==> config.mk <==
export PLATFORM = sky130hd
export DESIGN_NAME = cpu_top
export DESIGN_NICKNAME = d
export VERILOG_FILES = /design/src/design/isa_pkg.sv /design/src/design/pipe_pkg.sv /design/src/design/fetch_stage.sv /design/src/design/decode_stage.sv /design/src/design/execute_stage.sv /design/src/design/result_stage.sv /design/src/design/cpu_top.sv
export SDC_FILE = /design/constraint.sdc
export NUM_CORES = 2
export LEC_CHECK = 0
export BUFFER_PORTS_ARGS = -buffer_cell sky130_fd_sc_hd__clkbuf_2
export CAP_MARGIN = 20
export CORE_UTILIZATION = 55
export CTS_CLUSTER_DIAMETER = 200
export CTS_CLUSTER_SIZE = 12
export DETAILED_ROUTE_END_ITERATION = 12
export PLACE_DENSITY = 0.81
export SYNTH_ARGS = -nofsm -noshare
export SYNTH_HDL_FRONTEND = slang
export SYNTH_SLANG_ARGS = --single-unit
==> constraint.sdc <==
create_clock -name clk -period 7.45 [get_ports clk]
set_input_delay 0.745 -clock clk [delete_from_list [all_inputs] [get_ports clk]]
set_output_delay 0.745 -clock clk [all_outputs]
set_load 0.03 [all_outputs]
==> src/design/isa_pkg.sv <==
//////////////////////////////////////////////////////////////////////
// Instruction set of the 16-bit teaching core
// Opcode and ALU function encodings, register index and data word
// R and I views of an instruction word as one packed union
//////////////////////////////////////////////////////////////////////
package isa_pkg;

   // Major opcode, bits 15:11
   typedef enum logic [4:0] {
      HALT  = 5'd0,
      NOP   = 5'd1,
      ALU_R = 5'd2,
      ADDI  = 5'd3,
      SUBI  = 5'd4,
      J     = 5'd5,
      BEQZ  = 5'd6
   } opcode_e;

   // ALU_R function select, bits 1:0
   typedef enum logic [1:0] {
      ADD = 2'd0,
      SUB = 2'd1,
      AND = 2'd2,
      XOR = 2'd3
   } func_e;

   typedef logic [2:0]        reg_idx_t;
   typedef logic [15:0]       word_t;
   typedef logic signed [4:0] imm_t;

   // Register form, rd = rs func rt
   typedef struct packed {
      opcode_e  opcode;
      reg_idx_t rd;
      reg_idx_t rs;
      reg_idx_t rt;
      func_e    func;
   } r_view_t;

   // Immediate form, also J and BEQZ offsets in words
   typedef struct packed {
      opcode_e  opcode;
      reg_idx_t rd;
      reg_idx_t rs;
      imm_t     imm;
   } i_view_t;

   typedef union packed {
      r_view_t r;
      i_view_t i;
   } instr_u;

   // Pipeline bubble
   localparam instr_u NOP_WORD = instr_u'({NOP, 11'd0});

endpackage

==> src/design/pipe_pkg.sv <==
//////////////////////////////////////////////////////////////////////
// Pipeline records of the core
// Load and retire stream payloads
// Fetch/decode, decode/execute and execute/result stage records
//////////////////////////////////////////////////////////////////////
package pipe_pkg;

   // Word address of the instruction memory
   typedef logic [7:0] pc_t;

   // One program word from the load port
   typedef struct packed {
      pc_t             addr;
      isa_pkg::instr_u word;
   } load_t;

   // One retired register write
   typedef struct packed {
      pc_t               pc;
      isa_pkg::reg_idx_t rd;
      isa_pkg::word_t    value;
   } retire_t;

   typedef struct packed {
      logic            valid;
      pc_t             pc;
      isa_pkg::instr_u instr;
   } fd_t;

   // Operands already read, imm sign extended
   typedef struct packed {
      logic              valid;
      pc_t               pc;
      isa_pkg::opcode_e  opcode;
      isa_pkg::func_e    func;
      isa_pkg::reg_idx_t rd;
      logic              writes_rd;
      isa_pkg::word_t    operand_a;
      isa_pkg::word_t    operand_b;
      isa_pkg::word_t    imm;
   } de_t;

   // Only register writes travel past execute
   typedef struct packed {
      logic              valid;
      pc_t               pc;
      isa_pkg::reg_idx_t rd;
      isa_pkg::word_t    value;
   } er_t;

endpackage

==> src/design/fetch_stage.sv <==
`timescale 1ns/100ps
//////////////////////////////////////////////////////////////////////
// Fetch stage
// PC register and word-addressed instruction memory with load port
// RAW hazard check against in-flight writers, NOP bubble insertion
// Halt latch, cleared by a run rising edge or a redirect
//////////////////////////////////////////////////////////////////////
module fetch_stage #(
   parameter int IMEM_DEPTH = 256
) (
   input  logic                    clk,
   input  logic                    arst_n,
   input  logic                    run,
   input  logic                    load_valid,
   input  pipe_pkg::load_t         load,
   output logic                    load_ready,
   input  logic                    stall,
   input  logic                    redirect,
   input  pipe_pkg::pc_t           redirect_pc,
   input  isa_pkg::reg_idx_t [2:0] hz_dst,
   input  logic [2:0]              hz_dst_valid,
   output pipe_pkg::fd_t           fd
);

   localparam int AW = $clog2(IMEM_DEPTH);

   isa_pkg::instr_u  mem [IMEM_DEPTH];
   pipe_pkg::pc_t    pc;
   logic             run_q;
   logic             halt_q;
   logic             start;
   logic             active;
   isa_pkg::instr_u  cur;
   isa_pkg::opcode_e op;
   logic             rs_used;
   logic             rt_used;
   logic [2:0]       raw;
   logic             bubble;

   //////////////////////////////////////////////////////////////////////
   // Instruction memory
   //////////////////////////////////////////////////////////////////////

   // Program loads only while the core is stopped
   assign load_ready = ~run;

   always_ff @(posedge clk) begin
      if (load_valid && load_ready) begin
         mem[load.addr[AW-1:0]] <= load.word;
      end
   end

   // Asynchronous read at the PC
   assign cur = mem[pc[AW-1:0]];
   assign op  = cur.r.opcode;

   //////////////////////////////////////////////////////////////////////
   // RAW detection
   //////////////////////////////////////////////////////////////////////

   // Which source fields the opcode really reads
   always_comb begin
      rs_used = 1'b0;
      rt_used = 1'b0;
      case (op)
         isa_pkg::ALU_R: begin
            rs_used = 1'b1;
            rt_used = 1'b1;
         end
         isa_pkg::ADDI, isa_pkg::SUBI, isa_pkg::BEQZ: begin
            rs_used = 1'b1;
         end
         default: ;
      endcase
   end

   // Slot 0 decode, slot 1 execute, slot 2 pending write-back
   always_comb begin
      for (int i = 0; i < 3; i++) begin
         raw[i] = hz_dst_valid[i] &&
                  ((rs_used && (cur.r.rs == hz_dst[i])) ||
                   (rt_used && (cur.r.rt == hz_dst[i])));
      end
   end

   assign bubble = |raw;

   //////////////////////////////////////////////////////////////////////
   // PC, halt latch and fetch record
   //////////////////////////////////////////////////////////////////////

   // Run edge restarts at PC 0, first issue one cycle later
   assign start  = run & ~run_q;
   assign active = run & run_q & ~halt_q;

   always_ff @(posedge clk or negedge arst_n) begin
      if (!arst_n) begin
         run_q  <= 1'b0;
         halt_q <= 1'b0;
         pc     <= '0;
         fd     <= '0;
      end else begin
         run_q <= run;
         if (start) begin
            pc     <= '0;
            halt_q <= 1'b0;
            fd     <= '{valid: 1'b0, pc: '0, instr: isa_pkg::NOP_WORD};
         end else if (!stall) begin
            if (redirect) begin
               // Taken transfer, anything fetched here is wrong path
               pc     <= redirect_pc;
               halt_q <= 1'b0;
               fd     <= '{valid: 1'b0, pc: pc, instr: isa_pkg::NOP_WORD};
            end else if (active && !bubble) begin
               fd <= '{valid: 1'b1, pc: pc, instr: cur};
               // PC parks on HALT
               if (op == isa_pkg::HALT) begin
                  halt_q <= 1'b1;
               end else begin
                  pc <= pc + 8'd1;
               end
            end else begin
               // Hazard or idle, PC holds
               fd <= '{valid: 1'b0, pc: pc, instr: isa_pkg::NOP_WORD};
            end
         end
      end
   end

endmodule

==> src/design/decode_stage.sv <==
`timescale 1ns/100ps
//////////////////////////////////////////////////////////////////////
// Decode stage
// Eight-entry register file, write before read
// R or I view decode of the fetched word into the execute record
//////////////////////////////////////////////////////////////////////
module decode_stage (
   input  logic              clk,
   input  logic              arst_n,
   input  logic              stall,
   input  logic              flush,
   input  pipe_pkg::fd_t     fd,
   input  logic              wb_valid,
   input  isa_pkg::reg_idx_t wb_rd,
   input  isa_pkg::word_t    wb_value,
   output pipe_pkg::de_t     de,
   output isa_pkg::reg_idx_t dst,
   output logic              dst_valid
);

   isa_pkg::word_t   rf [8];
   isa_pkg::opcode_e op;
   logic             is_r;
   logic             writes;
   isa_pkg::word_t   rs_val;
   isa_pkg::word_t   rt_val;
   isa_pkg::word_t   imm_ext;

   //////////////////////////////////////////////////////////////////////
   // Register file
   //////////////////////////////////////////////////////////////////////

   always_ff @(posedge clk or negedge arst_n) begin
      if (!arst_n) begin
         for (int i = 0; i < 8; i++) begin
            rf[i] <= '0;
         end
      end else if (wb_valid) begin
         rf[wb_rd] <= wb_value;
      end
   end

   // Same-cycle write wins over the stored value
   always_comb begin
      rs_val = rf[fd.instr.r.rs];
      rt_val = rf[fd.instr.r.rt];
      if (wb_valid && (wb_rd == fd.instr.r.rs)) begin
         rs_val = wb_value;
      end
      if (wb_valid && (wb_rd == fd.instr.r.rt)) begin
         rt_val = wb_value;
      end
   end

   //////////////////////////////////////////////////////////////////////
   // Control decode
   //////////////////////////////////////////////////////////////////////

   assign op   = fd.instr.r.opcode;
   assign is_r = (op == isa_pkg::ALU_R);

   // I view offset, sign extended to a word
   assign imm_ext = {{11{fd.instr.i.imm[4]}}, fd.instr.i.imm};

   assign writes = is_r || (op == isa_pkg::ADDI) || (op == isa_pkg::SUBI);

   // Writer now in decode, for the fetch hazard check
   assign dst       = fd.instr.r.rd;
   assign dst_valid = fd.valid & writes;

   always_ff @(posedge clk or negedge arst_n) begin
      if (!arst_n) begin
         de <= '0;
      end else if (!stall) begin
         if (flush) begin
            de.valid <= 1'b0;
         end else begin
            de <= '{valid:     fd.valid,
                    pc:        fd.pc,
                    opcode:    op,
                    func:      fd.instr.r.func,
                    rd:        fd.instr.r.rd,
                    writes_rd: writes,
                    operand_a: rs_val,
                    operand_b: is_r ? rt_val : imm_ext,
                    imm:       imm_ext};
         end
      end
   end

endmodule

==> src/design/execute_stage.sv <==
`timescale 1ns/100ps
//////////////////////////////////////////////////////////////////////
// Execute stage
// ALU for ALU_R, ADDI and SUBI
// J and BEQZ resolution, redirect to fetch, HALT detection
//////////////////////////////////////////////////////////////////////
module execute_stage (
   input  logic              clk,
   input  logic              arst_n,
   input  logic              stall,
   input  pipe_pkg::de_t     de,
   output pipe_pkg::er_t     er,
   output logic              redirect,
   output pipe_pkg::pc_t     redirect_pc,
   output isa_pkg::reg_idx_t dst,
   output logic              dst_valid,
   output logic              halt_seen
);

   isa_pkg::word_t alu_out;
   logic           taken;

   // ALU, operand_b already holds rt or the immediate
   always_comb begin
      case (de.opcode)
         isa_pkg::ALU_R: begin
            case (de.func)
               isa_pkg::ADD: alu_out = de.operand_a + de.operand_b;
               isa_pkg::SUB: alu_out = de.operand_a - de.operand_b;
               isa_pkg::AND: alu_out = de.operand_a & de.operand_b;
               default:      alu_out = de.operand_a ^ de.operand_b;
            endcase
         end
         isa_pkg::ADDI: alu_out = de.operand_a + de.operand_b;
         isa_pkg::SUBI: alu_out = de.operand_a - de.operand_b;
         default:       alu_out = '0;
      endcase
   end

   // J always, BEQZ on a zero rs
   assign taken = de.valid &&
                  ((de.opcode == isa_pkg::J) ||
                   ((de.opcode == isa_pkg::BEQZ) && (de.operand_a == '0)));

   assign redirect    = taken;
   // Target is PC + 1 + imm in words
   assign redirect_pc = de.pc + 8'd1 + de.imm[7:0];

   // Writer now in execute, for the fetch hazard check
   assign dst       = de.rd;
   assign dst_valid = de.valid & de.writes_rd;

   assign halt_seen = de.valid && (de.opcode == isa_pkg::HALT);

   // Only register writes go on to result
   always_ff @(posedge clk or negedge arst_n) begin
      if (!arst_n) begin
         er <= '0;
      end else if (!stall) begin
         er <= '{valid: dst_valid, pc: de.pc, rd: de.rd, value: alu_out};
      end
   end

endmodule

==> src/design/result_stage.sv <==
`timescale 1ns/100ps
//////////////////////////////////////////////////////////////////////
// Result stage
// Register write-back and retire output register
// Pipeline stall from retire back-pressure, halted flag
//////////////////////////////////////////////////////////////////////
module result_stage (
   input  logic              clk,
   input  logic              arst_n,
   input  pipe_pkg::er_t     er,
   input  logic              retire_ready,
   input  logic              halt_seen,
   output logic              retire_valid,
   output pipe_pkg::retire_t retire,
   output logic              stall,
   output logic              wb_valid,
   output isa_pkg::reg_idx_t wb_rd,
   output isa_pkg::word_t    wb_value,
   output logic              halted
);

   logic halt_req;

   // Full retire register that is not taken freezes everything
   assign stall = retire_valid & ~retire_ready;

   // Write-back straight from the execute record
   assign wb_valid = er.valid;
   assign wb_rd    = er.rd;
   assign wb_value = er.value;

   always_ff @(posedge clk or negedge arst_n) begin
      if (!arst_n) begin
         retire_valid <= 1'b0;
      end else if (!stall) begin
         retire_valid <= er.valid;
      end
   end

   always_ff @(posedge clk) begin
      if (!stall) begin
         retire <= '{pc: er.pc, rd: er.rd, value: er.value};
      end
   end

   // Halted once nothing older is left after this edge
   always_ff @(posedge clk or negedge arst_n) begin
      if (!arst_n) begin
         halt_req <= 1'b0;
         halted   <= 1'b0;
      end else begin
         if (halt_seen) begin
            halt_req <= 1'b1;
         end
         if ((halt_seen || halt_req) && !stall && !er.valid) begin
            halted <= 1'b1;
         end
      end
   end

endmodule

==> src/design/cpu_top.sv <==
`timescale 1ns/100ps
//////////////////////////////////////////////////////////////////////
// Top level of the 16-bit pipelined core
// Fetch, decode, execute and result stages with shared stall
//////////////////////////////////////////////////////////////////////
module cpu_top #(
   parameter int IMEM_DEPTH = 256
) (
   input  logic              clk,
   input  logic              arst_n,
   input  logic              load_valid,
   output logic              load_ready,
   input  pipe_pkg::load_t   load,
   input  logic              run,
   output logic              retire_valid,
   input  logic              retire_ready,
   output pipe_pkg::retire_t retire,
   output logic              halted
);

   // Stage records
   pipe_pkg::fd_t     fd;
   pipe_pkg::de_t     de;
   pipe_pkg::er_t     er;

   // Stall, redirect and halt
   logic              stall;
   logic              redirect;
   pipe_pkg::pc_t     redirect_pc;
   logic              halt_seen;

   // In-flight destinations and write-back
   isa_pkg::reg_idx_t dec_dst;
   logic              dec_dst_valid;
   isa_pkg::reg_idx_t ex_dst;
   logic              ex_dst_valid;
   logic              wb_valid;
   isa_pkg::reg_idx_t wb_rd;
   isa_pkg::word_t    wb_value;

   fetch_stage #(.IMEM_DEPTH(IMEM_DEPTH)) u_fetch (
      .clk(clk), .arst_n(arst_n), .run(run),
      .load_valid(load_valid), .load(load), .load_ready(load_ready),
      .stall(stall), .redirect(redirect), .redirect_pc(redirect_pc),
      // Slot order decode, execute, write-back
      .hz_dst({wb_rd, ex_dst, dec_dst}),
      .hz_dst_valid({wb_valid, ex_dst_valid, dec_dst_valid}),
      .fd(fd)
   );

   decode_stage u_decode (
      .clk(clk), .arst_n(arst_n), .stall(stall), .flush(redirect), .fd(fd),
      .wb_valid(wb_valid), .wb_rd(wb_rd), .wb_value(wb_value),
      .de(de), .dst(dec_dst), .dst_valid(dec_dst_valid)
   );

   execute_stage u_execute (
      .clk(clk), .arst_n(arst_n), .stall(stall), .de(de), .er(er),
      .redirect(redirect), .redirect_pc(redirect_pc),
      .dst(ex_dst), .dst_valid(ex_dst_valid), .halt_seen(halt_seen)
   );

   result_stage u_result (
      .clk(clk), .arst_n(arst_n), .er(er), .retire_ready(retire_ready),
      .halt_seen(halt_seen), .retire_valid(retire_valid), .retire(retire),
      .stall(stall), .wb_valid(wb_valid), .wb_rd(wb_rd), .wb_value(wb_value),
      .halted(halted)
   );

endmodule

==> metrics <==
status completed; Sequential cell area ~130000 µm²; # port buffers between 50 and 60; DIE HEIGHT about 560 µm; Rows between 200 and 250; final RePlAce weighted congestion around 0.9; Synth Cell Area about 170000 µm²; peak supply drop 0.395 mV; Post-synth ARST share around 5.7%; synthesized instance count 7905; total grt overflow 0; WP buf/inv 2; Fin Hold WS 0.172 ns; post-layout util approximately three fifths; final hold violations 0; worst skew pair latency 0.98 ns; die area 315000 µm²; Ports slightly below 60; setup_tns 0 ns; via count about 90000; Worst R2R Start u_fetch.pc[0]; reg2reg path depth 14; final WL 481000 µm; fin nets between 8000 and 9000; multi-input logic area around 40000 µm²; vias in the first global route around 91000; Cell Count, Final, Fillers Out 12594; max_slew headroom 8.68%; Die Span X between 500 and 600 µm; fin. max-slew vios 0; Area Overhead vs Synth 10.8%; clock sink total 4372; MaxCap Viol Count 0; reg2reg setup slack around 1.1 ns; syn avg cell area 21.8 µm²; Core Footprint slightly above 300000 µm²; DP Cell Count 12053; peak fanout along the critical path 30; FMAX approximately 0.16 GHz; Arr. time, crit path slightly above 7 ns; Global Route Usage Sum between 30% and 40%; root buffer cell clkbuf_16; Post-synth EDFFs just over 4000; Worst Clk Skew 0.0536 ns; DRT antenna net count 0; Required @ worst endpoint ~8.3 ns; Power Dens Cells 336 nW/µm²; CP startpoint u_fetch.pc[0]; CTS tree built; Crit. End Element flop; RSZ-0062 raised after global routing no; Num CTS Buffers approximately 400; initial antenna violation count 33; critical path class flop to flop; layout cells sized above 1 between 20% and 30%; FF+latch count, synth 4372; pin count of the biggest net entering global routing around 190; DP HPWL 263000 µm; syn nets approximately 8000; H-tree depth 5; leading area contributor after synthesis edfxtp_1; post-synth top area share between 70% and 80%; Worst-Margin Slew approximately 1.4 ns; clock buffer depth 4; Routed WL per cell approximately 38 µm; Worst-path clk slew around 0.070 ns; startpoint types flop; HP Class input port to flop; First-pass DRT Iterations 7; CP max stage delay 1.15 ns; Initial Util 55.2%; ranking of synthesized cells by area edfxtp_1, mux4_2, dfrtp_1; most used cell, CP buf_4; Levels on crit path 14; CP Capture Point u_fetch.pc[1]; CP top delay family compound AO/OA/AOI/OAI gates; P_leak 60.6 nW; Setup violations, final 0; first-pass GRT wire length between 600000 and 700000 µm; synth warn 0; drt via density about 7; CP max-delay cell dfrtp_4; R2R Path End u_fetch.pc[1]; crit path time final roughly 6.4 ns; initial drt markers 14703; DRC 0; Synth Flop Type edfxtp_1; PostCTS Resize Cnt 0; post-synthesis sequential area ratio between 70% and 80%; distinct cell type count after synthesis 79; FILL cells slightly below 20000; fin crit share a little under nine tenths; worst path cell trace buf_4 > mux4_2 > a22oi_1 > a21oi_1 > a2111oi_0 > buf_4 > a21o_1 > nor4_2 > xor2_1 > or4_1 > a311oi_1 > nor3_2 > or2_0 > mux2_4
worst register-to-register path: cells and delay by family (launching register included):
kind,cells,cell delay (ns)
AOI/OAI and AO/OA,5,1.89
xor gates and xnor gates,1,0.17
buffers and inverters,2,0.87
DFF,1,1.15
muxes,2,0.96
and+or+nand+nor,4,1.20
power by group:
group	switching (mW)	internal [mW]	total, mW
Clock	8.84	9.78	18.6
Sequential	0.581	27.2	27.7
Combinational	10.0	7.58	17.6
cell usage after synthesis (all sizes together) (4+ instances only):
cell type / instances
nor2b: 26
o21ai: 114
nor4: 11
o32ai: 5
o211ai: 4
dfrtp: 249
a22o: 49
ha: 39
o21bai: 8
mux4: 1212
a221oi: 28
o2111ai: 4
a31oi: 12
nand3b: 5
or2: 5
a21oi: 86
nand2: 187
o22ai: 29
a21boi: 7
mux2: 154
inv: 44
nand4b: 6
nand3: 70
xor2: 5
nand2b: 13
a2111oi: 8
o221a: 5
nor2: 347
xnor2: 19
nor3: 34
edfxtp: 4123
nand4: 30
a21o: 16
a32o: 6
and3: 5
clkbuf: 254
buf: 228
or3: 7
a22oi: 207
o31ai: 5
and2: 8
a211oi: 16
mux2i: 164
o221ai: 4
layout make-up:
| type | count | area share [%] |
|---|---|---|
| clock inverter | 27 | 0.353 |
| clock buffer | 478 | 5.44 |
| multi-input combinational | 3005 | 20.7 |
| tap | 4140 | 2.72 |
| sequential | 4372 | 68.2 |
| timing repair buffer | 509 | 2.46 |
| antenna | 17 | 0.0223 |
| inverter | 46 | 0.0945 |
cell families (layout without fill, tap and decap cells):
kind of cell / Yosys count / in the layout / share of synthesized area (%)
flip-flops: 4372 / 4372 / 75.6
AO/OA/AOI/OAI: 643 / 643 / 2.62
buffers and inverters: 528 / 1060 / 1.60
adder cells (fa/ha/maj): 42 / 42 / 0.318
AND/OR/NAND/NOR: 766 / 766 / 1.96
other: 0 / 17 / 0
XOR/XNOR: 24 / 24 / 0.122
multiplexers: 1530 / 1530 / 17.8
metrics by stage:
stage          cell area [µm²]  power, mW  worst slack [ns]
2_1_floorplan           172000       39.6              3.03
3_3_place_gp            179000       44.9             0.951
3_5_place_dp            179000       45.2              1.41
4_1_cts                 190000       63.7              1.23
5_1_grt                 191000       65.4              1.04
6_report                191000       64.0              1.07
state kept, by name, summed over array words and instances (netlist names):
| register | flops |
|---|---|
| u_fetch.fd | 25 |
| u_execute.er | 28 |
| u_fetch.halt_q | 1 |
| u_result.halted | 1 |
| u_result.retire_valid | 1 |
| u_fetch.run_q | 1 |
| u_decode.de | 55 |
| u_fetch.mem | 4096 |
| u_fetch.pc | 8 |
| u_result.halt_req | 1 |
| u_result.retire | 27 |
| u_decode.rf | 128 |
timing repair:
item                                   4_1_cts  5_1_grt
endpoints found under the hold margin       87        0
setup endpoints to repair                    0        0
hold buffers                                 1        0
buffers inserted                             0        0
routing by layer:
metal  up-vias  GRT usage (%)  share of wire (%)
li1      33869              -                  -
met1     46704           38.9                 33
met2      8155           48.1                 48
met3      1510           8.31                 13
met4        14           15.0                6.0
met5         -              0              0.020
worst min path at each step:
stage / start / end / slack (ns) / cells after the start
after floorplan: u_execute.er[16] / u_result.retire[16] / 0.42 / 0
after global placement: u_execute.er[23] / u_result.retire[23] / 0.44 / 0
after detailed placement: u_execute.er[23] / u_result.retire[23] / 0.44 / 0
after CTS: run / u_fetch.run_q / 0.11 / 1
after global routing: run / u_fetch.run_q / 0.15 / 1
final: run / u_fetch.run_q / 0.17 / 1
cells in the final DEF, fill, tap and decap left out, drive strengths merged, types with 6 or more instances in the layout:
cell type | netlist | routed
a2111oi | 8 | 8
a211oi | 16 | 16
a21boi | 7 | 7
a21o | 16 | 16
a21oi | 86 | 86
a221oi | 28 | 28
a22o | 49 | 49
a22oi | 207 | 207
a31oi | 12 | 12
a32o | 6 | 6
and2 | 8 | 8
buf | 228 | 451
clkbuf | 254 | 535
clkinv | 2 | 21
dfrtp | 249 | 249
diode | 0 | 17
edfxtp | 4123 | 4123
ha | 39 | 39
inv | 44 | 52
mux2 | 154 | 154
mux2i | 164 | 164
mux4 | 1212 | 1212
nand2 | 187 | 187
nand2b | 13 | 13
nand3 | 70 | 70
nand4 | 30 | 30
nand4b | 6 | 6
nor2 | 347 | 347
nor2b | 26 | 26
nor3 | 34 | 34
nor4 | 11 | 11
o21ai | 114 | 114
o21bai | 8 | 8
o22ai | 29 | 29
or3 | 7 | 7
xnor2 | 19 | 19
(Power assumes the default switching activity.)
